File: src/common/ks10Pkg.sv
package ks10Pkg;

   localparam int wordWidth   = 36;  // PDP-10 word, bit 35 is the MSB
   localparam int byteWidth   = 8;   // Console bus byte
   localparam int wordBytes   = 5;   // Console bytes per word
   localparam int memAddrBits = 16;  // Staged address, hi and lo bytes

   typedef logic [wordWidth-1:0] word_t;

   // Memory opcodes carried in the command byte
   typedef enum logic [1:0] {
      memNone  = 2'd0,
      memRead  = 2'd1,
      memWrite = 2'd2
   } memOp_t;

   // Single word access sequencer
   typedef enum logic [1:0] {
      stIdle,
      stReadAddr,         // Address presented to SSRAM
      stReadCapture,      // SSRAM data valid this cycle
      stWrite             // One cycle write strobe
   } memState_t;

   // Byte idx of a word as seen on the console, 0 is the top nibble byte
   function automatic logic [byteWidth-1:0] wordByte(word_t w, int unsigned idx);
      logic [byteWidth*wordBytes-1:0] wide;
      wide = {{(byteWidth*wordBytes-wordWidth){1'b0}}, w};
      return wide[byteWidth*(wordBytes-1-idx) +: byteWidth];
   endfunction

   // Same word with console byte idx replaced
   function automatic word_t setWordByte(word_t w, int unsigned idx,
                                         logic [byteWidth-1:0] b);
      logic [byteWidth*wordBytes-1:0] wide;
      wide = {{(byteWidth*wordBytes-wordWidth){1'b0}}, w};
      wide[byteWidth*(wordBytes-1-idx) +: byteWidth] = b;
      return wide[wordWidth-1:0];  // Top nibble byte keeps only bits 35:32
   endfunction

endpackage

File: src/common/cslPkg.sv
package cslPkg;

   typedef logic [7:0] cslByte_t;  // One console bus byte

   localparam int statWidth = 24;  // Status register width

   // Console register map
   typedef enum logic [7:0] {
      regAddrHi = 8'h20,  // Memory address bits 15:8
      regAddrLo = 8'h21,  // Memory address bits 7:0
      regStat0  = 8'h25,  // Status bits 23:16
      regStat1  = 8'h26,
      regStat2  = 8'h27,  // Status bits 7:0, holds run and intr enable
      regCmd    = 8'h28,  // Memory command, write only
      regIntr   = 8'h29,  // Busy, done and pending flags
      regData0  = 8'h30,  // Data bits 35:32 in low nibble
      regData1  = 8'h31,
      regData2  = 8'h32,
      regData3  = 8'h33,
      regData4  = 8'h34   // Data bits 7:0
   } cslReg_t;

   // Status register bits
   localparam int statRunBit    = 0;
   localparam int statIntrEnBit = 1;

   // Bits of the regIntr byte
   localparam int intrBusyBit = 0;
   localparam int intrDoneBit = 1;
   localparam int intrPendBit = 2;

endpackage

File: src/console/cslBus.sv
`timescale 1ns/1ps

module cslBus
(
   input  logic             clk,
   input  logic             reset,
   input  cslPkg::cslByte_t cslADIN,
   input  logic             cslALE,
   input  logic             cslRD_N,
   input  logic             cslWR_N,
   output cslPkg::cslByte_t regAddr,
   output cslPkg::cslByte_t wrData,
   output logic             wrStrobe,
   output logic             rdStrobe,
   output logic             rdActive
);

   import cslPkg::*;

   logic [1:0] aleSync;  // Two flop synchronizers
   logic [1:0] rdSync;
   logic [1:0] wrSync;
   cslByte_t   adSync0;  // AD bus delayed to match the strobes
   cslByte_t   adSync1;
   logic       rdLast;   // Previous synchronized levels
   logic       wrLast;

   // Strobes idle high, ALE idles low
   always_ff @(posedge clk or posedge reset)
   begin
      if (reset)
      begin
         aleSync <= 2'b00;
         rdSync  <= 2'b11;
         wrSync  <= 2'b11;
      end
      else
      begin
         aleSync <= {aleSync[0], cslALE};
         rdSync  <= {rdSync[0], cslRD_N};
         wrSync  <= {wrSync[0], cslWR_N};
      end
   end

   // Data rides along with the control pipeline
   always_ff @(posedge clk)
   begin
      adSync0 <= cslADIN;
      adSync1 <= adSync0;
   end

   // Address latch, transparent while ALE is high
   always_ff @(posedge clk or posedge reset)
   begin
      if (reset)
         regAddr <= '0;
      else if (aleSync[1])
         regAddr <= adSync1;
   end

   // Write data follows the bus while WR_N is low, frozen at the edge
   always_ff @(posedge clk)
   begin
      if (!wrSync[1])
         wrData <= adSync1;
   end

   // Rising edges of the synchronized strobes become one cycle pulses
   always_ff @(posedge clk or posedge reset)
   begin
      if (reset)
      begin
         rdLast   <= 1'b1;
         wrLast   <= 1'b1;
         rdStrobe <= 1'b0;
         wrStrobe <= 1'b0;
      end
      else
      begin
         rdLast   <= rdSync[1];
         wrLast   <= wrSync[1];
         rdStrobe <= rdSync[1] & ~rdLast;  // End of a read cycle
         wrStrobe <= wrSync[1] & ~wrLast;  // End of a write cycle
      end
   end

   assign rdActive = ~rdSync[1];  // Host is reading

endmodule

File: src/console/cslStatus.sv
`timescale 1ns/1ps

module cslStatus
(
   input  logic                         clk,
   input  logic                         reset,
   input  cslPkg::cslByte_t             regAddr,
   input  cslPkg::cslByte_t             wrData,
   input  logic                         wrStrobe,
   output logic [cslPkg::statWidth-1:0] statusReg,
   output logic                         runLED,
   output logic                         intrEnable
);

   import cslPkg::*;

   // Byte writes, regStat0 is the most significant byte
   always_ff @(posedge clk or posedge reset)
   begin
      if (reset)
         statusReg <= '0;
      else if (wrStrobe)
      begin
         case (regAddr)
            regStat0:
               statusReg[23:16] <= wrData;
            regStat1:
               statusReg[15:8]  <= wrData;
            regStat2:
               statusReg[7:0]   <= wrData;  // Run and intr enable live here
            default:
               ;                            // Not ours
         endcase
      end
   end

   assign runLED     = statusReg[statRunBit];     // Lit while CPU would run
   assign intrEnable = statusReg[statIntrEnBit];  // Gates cslINTR_N

endmodule

File: src/console/cslRespond.sv
`timescale 1ns/1ps

module cslRespond
(
   input  logic                           clk,
   input  logic                           reset,
   input  cslPkg::cslByte_t               regAddr,
   input  logic                           rdStrobe,
   input  logic                           rdActive,
   input  logic [cslPkg::statWidth-1:0]   statusReg,
   input  logic                           intrEnable,
   input  logic [ks10Pkg::memAddrBits-1:0] memAddr,
   input  ks10Pkg::word_t                 memData,
   input  logic                           busy,
   input  logic                           doneStrobe,
   output cslPkg::cslByte_t               cslADOUT,
   output logic                           cslADOE,
   output logic                           cslINTR_N
);

   import ks10Pkg::*;
   import cslPkg::*;

   logic     doneFlag;  // Operation finished since last regIntr read
   logic     pendFlag;  // Same, but only when interrupts are enabled
   cslByte_t intrByte;
   cslByte_t readMux;
   cslByte_t readByte;  // Held read-back byte

   always_comb
   begin
      intrByte              = '0;
      intrByte[intrBusyBit] = busy;
      intrByte[intrDoneBit] = doneFlag;
      intrByte[intrPendBit] = pendFlag;
   end

   // Unmapped and write only addresses read zero
   always_comb
   begin
      case (regAddr)
         regAddrHi: readMux = memAddr[15:8];
         regAddrLo: readMux = memAddr[7:0];
         regStat0:  readMux = statusReg[23:16];
         regStat1:  readMux = statusReg[15:8];
         regStat2:  readMux = statusReg[7:0];
         regIntr:   readMux = intrByte;
         regData0:  readMux = wordByte(memData, 0);  // Bits 35:32 only
         regData1:  readMux = wordByte(memData, 1);
         regData2:  readMux = wordByte(memData, 2);
         regData3:  readMux = wordByte(memData, 3);
         regData4:  readMux = wordByte(memData, 4);
         default:   readMux = '0;
      endcase
   end

   // Sample while the host holds RD_N low
   always_ff @(posedge clk)
   begin
      if (rdActive)
         readByte <= readMux;
   end

   // Reading regIntr acknowledges, a new completion in the same cycle wins
   always_ff @(posedge clk or posedge reset)
   begin
      if (reset)
      begin
         doneFlag <= 1'b0;
         pendFlag <= 1'b0;
      end
      else if (doneStrobe)
      begin
         doneFlag <= 1'b1;
         pendFlag <= intrEnable;
      end
      else if (rdStrobe && regAddr == regIntr)
      begin
         doneFlag <= 1'b0;
         pendFlag <= 1'b0;
      end
   end

   assign cslADOUT  = readByte;
   assign cslADOE   = rdActive;   // Drive AD only during a read
   assign cslINTR_N = ~pendFlag;  // Active low interrupt

endmodule

File: src/source/memAccess.sv
`timescale 1ns/1ps

module memAccess
#(
   parameter int addrWidth = 15
)
(
   input  logic                            clk,
   input  logic                            reset,
   input  cslPkg::cslByte_t                regAddr,
   input  cslPkg::cslByte_t                wrData,
   input  logic                            wrStrobe,
   output logic [ks10Pkg::memAddrBits-1:0] memAddr,
   output ks10Pkg::word_t                  memData,
   output logic                            busy,
   output logic                            doneStrobe,
   output logic [addrWidth-1:0]            ssramADDR,
   output ks10Pkg::word_t                  ssramDOUT,
   input  ks10Pkg::word_t                  ssramDIN,
   output logic                            ssramWR
);

   import ks10Pkg::*;
   import cslPkg::*;

   memState_t state;
   memState_t nextState;
   memOp_t    cmdOp;    // Decoded command byte
   logic      cmdWrite; // Host wrote regCmd this cycle

   assign cmdWrite = wrStrobe && (regAddr == regCmd);

   // Only the low two bits carry the opcode
   always_comb
   begin
      case (wrData[1:0])
         2'd1:    cmdOp = memRead;
         2'd2:    cmdOp = memWrite;
         default: cmdOp = memNone;
      endcase
   end

   // Staged address, byte at a time
   always_ff @(posedge clk or posedge reset)
   begin
      if (reset)
         memAddr <= '0;
      else if (wrStrobe && regAddr == regAddrHi)
         memAddr[15:8] <= wrData;
      else if (wrStrobe && regAddr == regAddrLo)
         memAddr[7:0] <= wrData;
   end

   // Staged data, loaded by the host or by a completed read
   always_ff @(posedge clk or posedge reset)
   begin
      if (reset)
         memData <= '0;
      else if (state == stReadCapture)
         memData <= ssramDIN;  // Read result takes priority
      else if (wrStrobe)
      begin
         case (regAddr)
            regData0: memData <= setWordByte(memData, 0, wrData);
            regData1: memData <= setWordByte(memData, 1, wrData);
            regData2: memData <= setWordByte(memData, 2, wrData);
            regData3: memData <= setWordByte(memData, 3, wrData);
            regData4: memData <= setWordByte(memData, 4, wrData);
            default:  ;
         endcase
      end
   end

   // Commands outside stIdle are dropped
   always_comb
   begin
      nextState = state;
      case (state)
         stIdle:
         begin
            if (cmdWrite && cmdOp == memRead)
               nextState = stReadAddr;
            else if (cmdWrite && cmdOp == memWrite)
               nextState = stWrite;
         end
         stReadAddr:    nextState = stReadCapture;  // SSRAM registers address
         stReadCapture: nextState = stIdle;
         stWrite:       nextState = stIdle;
         default:       nextState = stIdle;
      endcase
   end

   always_ff @(posedge clk or posedge reset)
   begin
      if (reset)
         state <= stIdle;
      else
         state <= nextState;
   end

   assign busy       = (state != stIdle);
   assign doneStrobe = (state == stReadCapture) || (state == stWrite);
   assign ssramWR    = (state == stWrite);           // Exactly one cycle
   assign ssramADDR  = memAddr[addrWidth-1:0];      // Upper bits alias
   assign ssramDOUT  = memData;

endmodule

File: src/source/ks10Console.sv
`timescale 1ns/1ps

module ks10Console
#(
   parameter int addrWidth = 15  // 32K words
)
(
   input  logic             clk,
   input  logic             reset,
   input  cslPkg::cslByte_t cslADIN,
   input  logic             cslALE,
   input  logic             cslRD_N,
   input  logic             cslWR_N,
   input  ks10Pkg::word_t   ssramDIN,
   output cslPkg::cslByte_t cslADOUT,
   output logic             cslADOE,
   output logic             cslINTR_N,
   output logic             runLED,
   output logic [addrWidth-1:0] ssramADDR,
   output ks10Pkg::word_t   ssramDOUT,
   output logic             ssramWR
);

   import ks10Pkg::*;
   import cslPkg::*;

   cslByte_t               regAddr;    // Latched register address
   cslByte_t               wrData;     // Captured write byte
   logic                   wrStrobe;
   logic                   rdStrobe;
   logic                   rdActive;
   logic [statWidth-1:0]   statusReg;
   logic                   intrEnable;
   logic [memAddrBits-1:0] memAddr;    // Staged memory address
   word_t                  memData;    // Staged memory data
   logic                   busy;
   logic                   doneStrobe;

   // Console strobes and address latch
   cslBus bus0 (.clk, .reset, .cslADIN, .cslALE, .cslRD_N, .cslWR_N,
                .regAddr, .wrData, .wrStrobe, .rdStrobe, .rdActive);

   cslStatus status0 (.clk, .reset, .regAddr, .wrData, .wrStrobe,
                      .statusReg, .runLED, .intrEnable);

   // SSRAM single word sequencer
   memAccess #(.addrWidth(addrWidth)) mem0
   (
      .clk, .reset, .regAddr, .wrData, .wrStrobe,
      .memAddr, .memData, .busy, .doneStrobe,
      .ssramADDR, .ssramDOUT, .ssramDIN, .ssramWR
   );

   // Read-back and interrupt
   cslRespond respond0
   (
      .clk, .reset, .regAddr, .rdStrobe, .rdActive, .statusReg, .intrEnable,
      .memAddr, .memData, .busy, .doneStrobe,
      .cslADOUT, .cslADOE, .cslINTR_N
   );

endmodule

File: config.mk
export PLATFORM = sky130hd
export DESIGN_NAME = ks10Console
export DESIGN_NICKNAME = d
export VERILOG_FILES = /design/src/common/ks10Pkg.sv /design/src/common/cslPkg.sv /design/src/console/cslBus.sv /design/src/console/cslStatus.sv /design/src/console/cslRespond.sv /design/src/source/memAccess.sv /design/src/source/ks10Console.sv
export SDC_FILE = /design/constraint.sdc
export NUM_CORES = 1
export LEC_CHECK = 0
export BUFFER_PORTS_ARGS = -buffer_cell sky130_fd_sc_hd__buf_2
export CAP_MARGIN = 20
export CORE_ASPECT_RATIO = 0.6
export CORE_MARGIN = 10
export CORE_UTILIZATION = 55
export DETAILED_ROUTE_END_ITERATION = 7
export PLACE_DENSITY = 0.83
export SLEW_MARGIN = 25
export SYNTH_ARGS = -nofsm -noshare
export SYNTH_HDL_FRONTEND = slang
export SYNTH_SLANG_ARGS = --single-unit
File: constraint.sdc
create_clock -name clk -period 3.7 [get_ports clk]
set_input_delay 0.74 -clock clk [delete_from_list [all_inputs] [get_ports clk]]
set_output_delay 0.74 -clock clk [all_outputs]
set_load 0.01 [all_outputs]
==> flow_summary_export.csv <==
group,metric,value,unit
critical_path,crit_arrival,2770,ps
yosys,yosysSeqAreaShare,0.5741,
yosys,ys.warnings.count,0,
route,wl_met3,1513,um
yosys,yosysTopAreaCellShare,0.4054,
yosys,ys_types,49,
clock_tree,ctsHoldBuffers,0,
critical_path,reg2reg_depth,4,
placement,dp_hpwl,11200,um
critical_path,regToRegSetupSlack,1220,ps
route,wl_met2,7226,um
sta,max_freq,0.4035,GHz
floorplan,start_util,0.5708,
clock_tree,cts_buffer_depth,2,
yosys,synth_top_area_cell,"dfrtp_1",
pwr,netSwitchingPower,0.9927,mW
yosys,synth_nets,534,
finish,final_cells,719,
pwr,p_sw_frac,0.2650,
global_route,grt_pass1_wl,24930,um
sta,fin_worst_skew,9.955,ps
finish,drive_gt1_frac,0.3784,
yosys,netlist_instances,485,
critical_path,timing.rr.end,"status0.statusReg[17]",
route,drc,0,
clock_tree,cts-buffers-inserted,17,
route,post_drt_wl_per_cell,22.13,um
route,first_iter_violations,521,
yosys,syn-mean-instance-area,11.71,um^2
clock_tree,post_cts_buffers,0,
yosys,synth_edf_count,16,
global_route,grt_max_degree,99,
sta,rsz0062_at_grt,"false",
pwr,clkPwrFrac,0.447,
min_path,hp-class,"flop to flop",
pwr,p_leak,3.189,nW
sta,min_period,2478,ps
global_route,grt_pass1_vias,4501,
global_route,grt_remaining_overflow,0,
yosys,synth_area,0.005679,mm^2
floorplan,die_h,98.71,um
flow_run,drv_cap,0,
critical_path,cp-start-kind,"flop",
clock_tree,clockRootBuffer,"clkbuf_16",
sta,setup-tns-final,0,ps
pwr,power_frac_seq,0.453,
clock_tree,clock_latency,420,ps
yosys,synthTopCellsByArea,"dfrtp_1, mux2_2, edfxtp_1",
floorplan,core,0.009950,mm^2
sta,hold_viol_final,0,
pwr,p_int,2.753,mW
floorplan,num_io_pins,112,
sta,worst_pin_slew,711.1,ps
yosys,synth_ff_type,"dfrtp_1",
sta,slew_headroom,0.5245,
yosys,async_flop_share,0.7538,
yosys,yosysMostFrequentCell,"dfrtp_1",
pwr,ir_drop,0.3464,mV
clock_tree,path_clk_slew,60,ps
global_route,antenna_found_initial,0,
critical_path,worstSetupEndpointType,"flop",
route,drt-total-wl,15920,um
critical_path,crit_required,3990,ps
placement,io_buffer_count,111,
floorplan,dieArea,0.01492,mm^2
floorplan,num_rows,28,
floorplan,die_width,151.2,um
clock_tree,cts_tree,"done",
yosys,synthTopCellsByCount,"dfrtp_1, mux2_2, nand2_1",
route,ant_nets,0,
yosys,synth-seq-cells,130,
finish,syn_to_final_growth,19.74,%
route,top_layer,"met4",
route,met1_length,6870,um
pwr,power.density,550.8,mW/mm^2
min_path,min_delay_path_depth,0,
critical_path,crit_type,"flop to flop",
global_route,grt_usage,0.2149,
pwr,pwr-share-comb,0.100,
sta,finalSetupViolCount,0,
pwr,total_power,3.746,mW
min_path,hold_path_end,"bus0.adSync1[4]",
critical_path,r2r-start,"bus0.regAddr[1]",
clock_tree,clock_sinks,130,
route,drtPass1Iterations,5,
sta,finalMaxSlewViolations,0,
finish,insertedDiodeCount,0,
critical_path,path_max_fanout,19,
placement,placed_cells,687,
clock_tree,cts_resized,0,
placement,routabilityCongestion,0.9398,
clock_tree,cts.htree.levels,4,
min_path,worstHoldStart,"bus0.adSync0[4]",
route,vias_per_cell,6.108,
route,num_vias,4392,
status,status,"finished clean",
sta,finalCritPeriodShare,0.6698,
finish,layout.nets,620,
[logic make-up (layout without fill, tap and decap cells)]
family | Yosys count | after routing | share of synthesized area
AND/OR/NAND/NOR | 141 | 141 | 0.1251
AO/OA/AOI/OAI | 81 | 81 | 0.09870
multiplexers | 77 | 77 | 0.1503
XOR/XNOR | 2 | 2 | 0.003085
buffers and inverters | 54 | 153 | 0.04869
flip-flops | 130 | 130 | 0.5741
[area by class of cell]
cell class | instances | area [um^2]
clock buffer | 20 | 479.2
tap | 135 | 168.9
sequential | 130 | 3261
multi-input combinational | 301 | 2145
fill | 720 | 3149
inverter | 4 | 17.52
timing repair buffer | 117 | 613.1
clock inverter | 12 | 116.4
[state kept, by name (all words and copies together) (netlist names), 8 cells and up]
register and count:
mem0.memAddr 16, bus0.adSync1 8, status0.statusReg 24, bus0.adSync0 8, respond0.cslADOUT 8, bus0.wrData 8, bus0.regAddr 8, mem0.memData 36
[worst max path at each step]
stage / from / end / slack (ps)
floorplan: reset / bus0.aleSync[0] / 410
global placement: bus0.regAddr[1] / status0.statusReg[17] / 1450
detailed placement: bus0.regAddr[1] / status0.statusReg[18] / 1320
CTS: bus0.regAddr[1] / status0.statusReg[18] / 1300
global route: bus0.regAddr[1] / mem0.memData[20] / 1160
finish: bus0.regAddr[1] / status0.statusReg[17] / 1220
[worst max-delay path, cell delays in order (launching register included)]
cell and delay, ps:
dfrtp_1 620, nor2b_1 460, and2_1 400, and3_1 480, mux2_2 390
[stage by stage]
stage / setup slack [ps] / util / hold slack (ps) / cell area [um^2]
2_1_floorplan: 407.9 / - / 309.6 / 5679
3_3_place_gp: 1445 / 0.6236 / 314.0 / 6205
3_5_place_dp: 1316 / 0.6236 / 312.8 / 6205
4_1_cts: 1301 / 0.6835 / 324.1 / 6800
5_1_grt: 1156 / 0.6835 / 322.8 / 6800
6_report: 1222 / 0.6835 / 320.5 / 6800
[power by group through the flow]
stage	Sequential (mW)	Combinational (mW)	Clock (mW)
after floorplan	1.68	0.224	0
after global placement	1.71	0.359	0
after detailed placement	1.72	0.373	0
after CTS	1.69	0.377	1.68
after global routing	1.71	0.407	1.76
final	1.70	0.374	1.68
[layout by cell type (no fill, tap or decap), types with 2 or more instances in the layout]
cell type | netlist | routed
a222oi_1 | 4 | 4
inv_1 | 4 | 3
nand2_1 | 54 | 54
nor2_1 | 18 | 18
inv_4 | 0 | 2
dfrtp_1 | 92 | 92
nor2b_1 | 7 | 6
o2bb2ai_1 | 3 | 3
nor2_2 | 2 | 2
nand3_1 | 33 | 33
clkinv_2 | 0 | 2
or4_1 | 2 | 2
nor3_1 | 2 | 2
dfxtp_1 | 16 | 16
a22o_1 | 4 | 4
a32o_1 | 2 | 2
mux2_2 | 56 | 56
clkbuf_16 | 0 | 19
and3_1 | 5 | 5
buf_2 | 11 | 111
nor3b_1 | 4 | 4
a32oi_1 | 2 | 2
buf_4 | 16 | 5
a21oi_1 | 11 | 11
xnor2_1 | 2 | 2
a22oi_1 | 8 | 8
clkinv_4 | 0 | 3
inv_6 | 0 | 5
o21ai_0 | 19 | 19
a211o_1 | 2 | 2
mux2i_1 | 20 | 20
and2_1 | 3 | 3
dfstp_2 | 6 | 6
nand4_1 | 2 | 2
edfxtp_1 | 16 | 16
o211ai_1 | 20 | 20
[per-layer routing]
layer  up-vias  global-route usage
li1       1909                   -
met1      2174              0.2897
met2       266              0.3254
met3        43             0.06073
met4         0             0.07443
met5         -                   0
(Power assumes the default switching activity.)
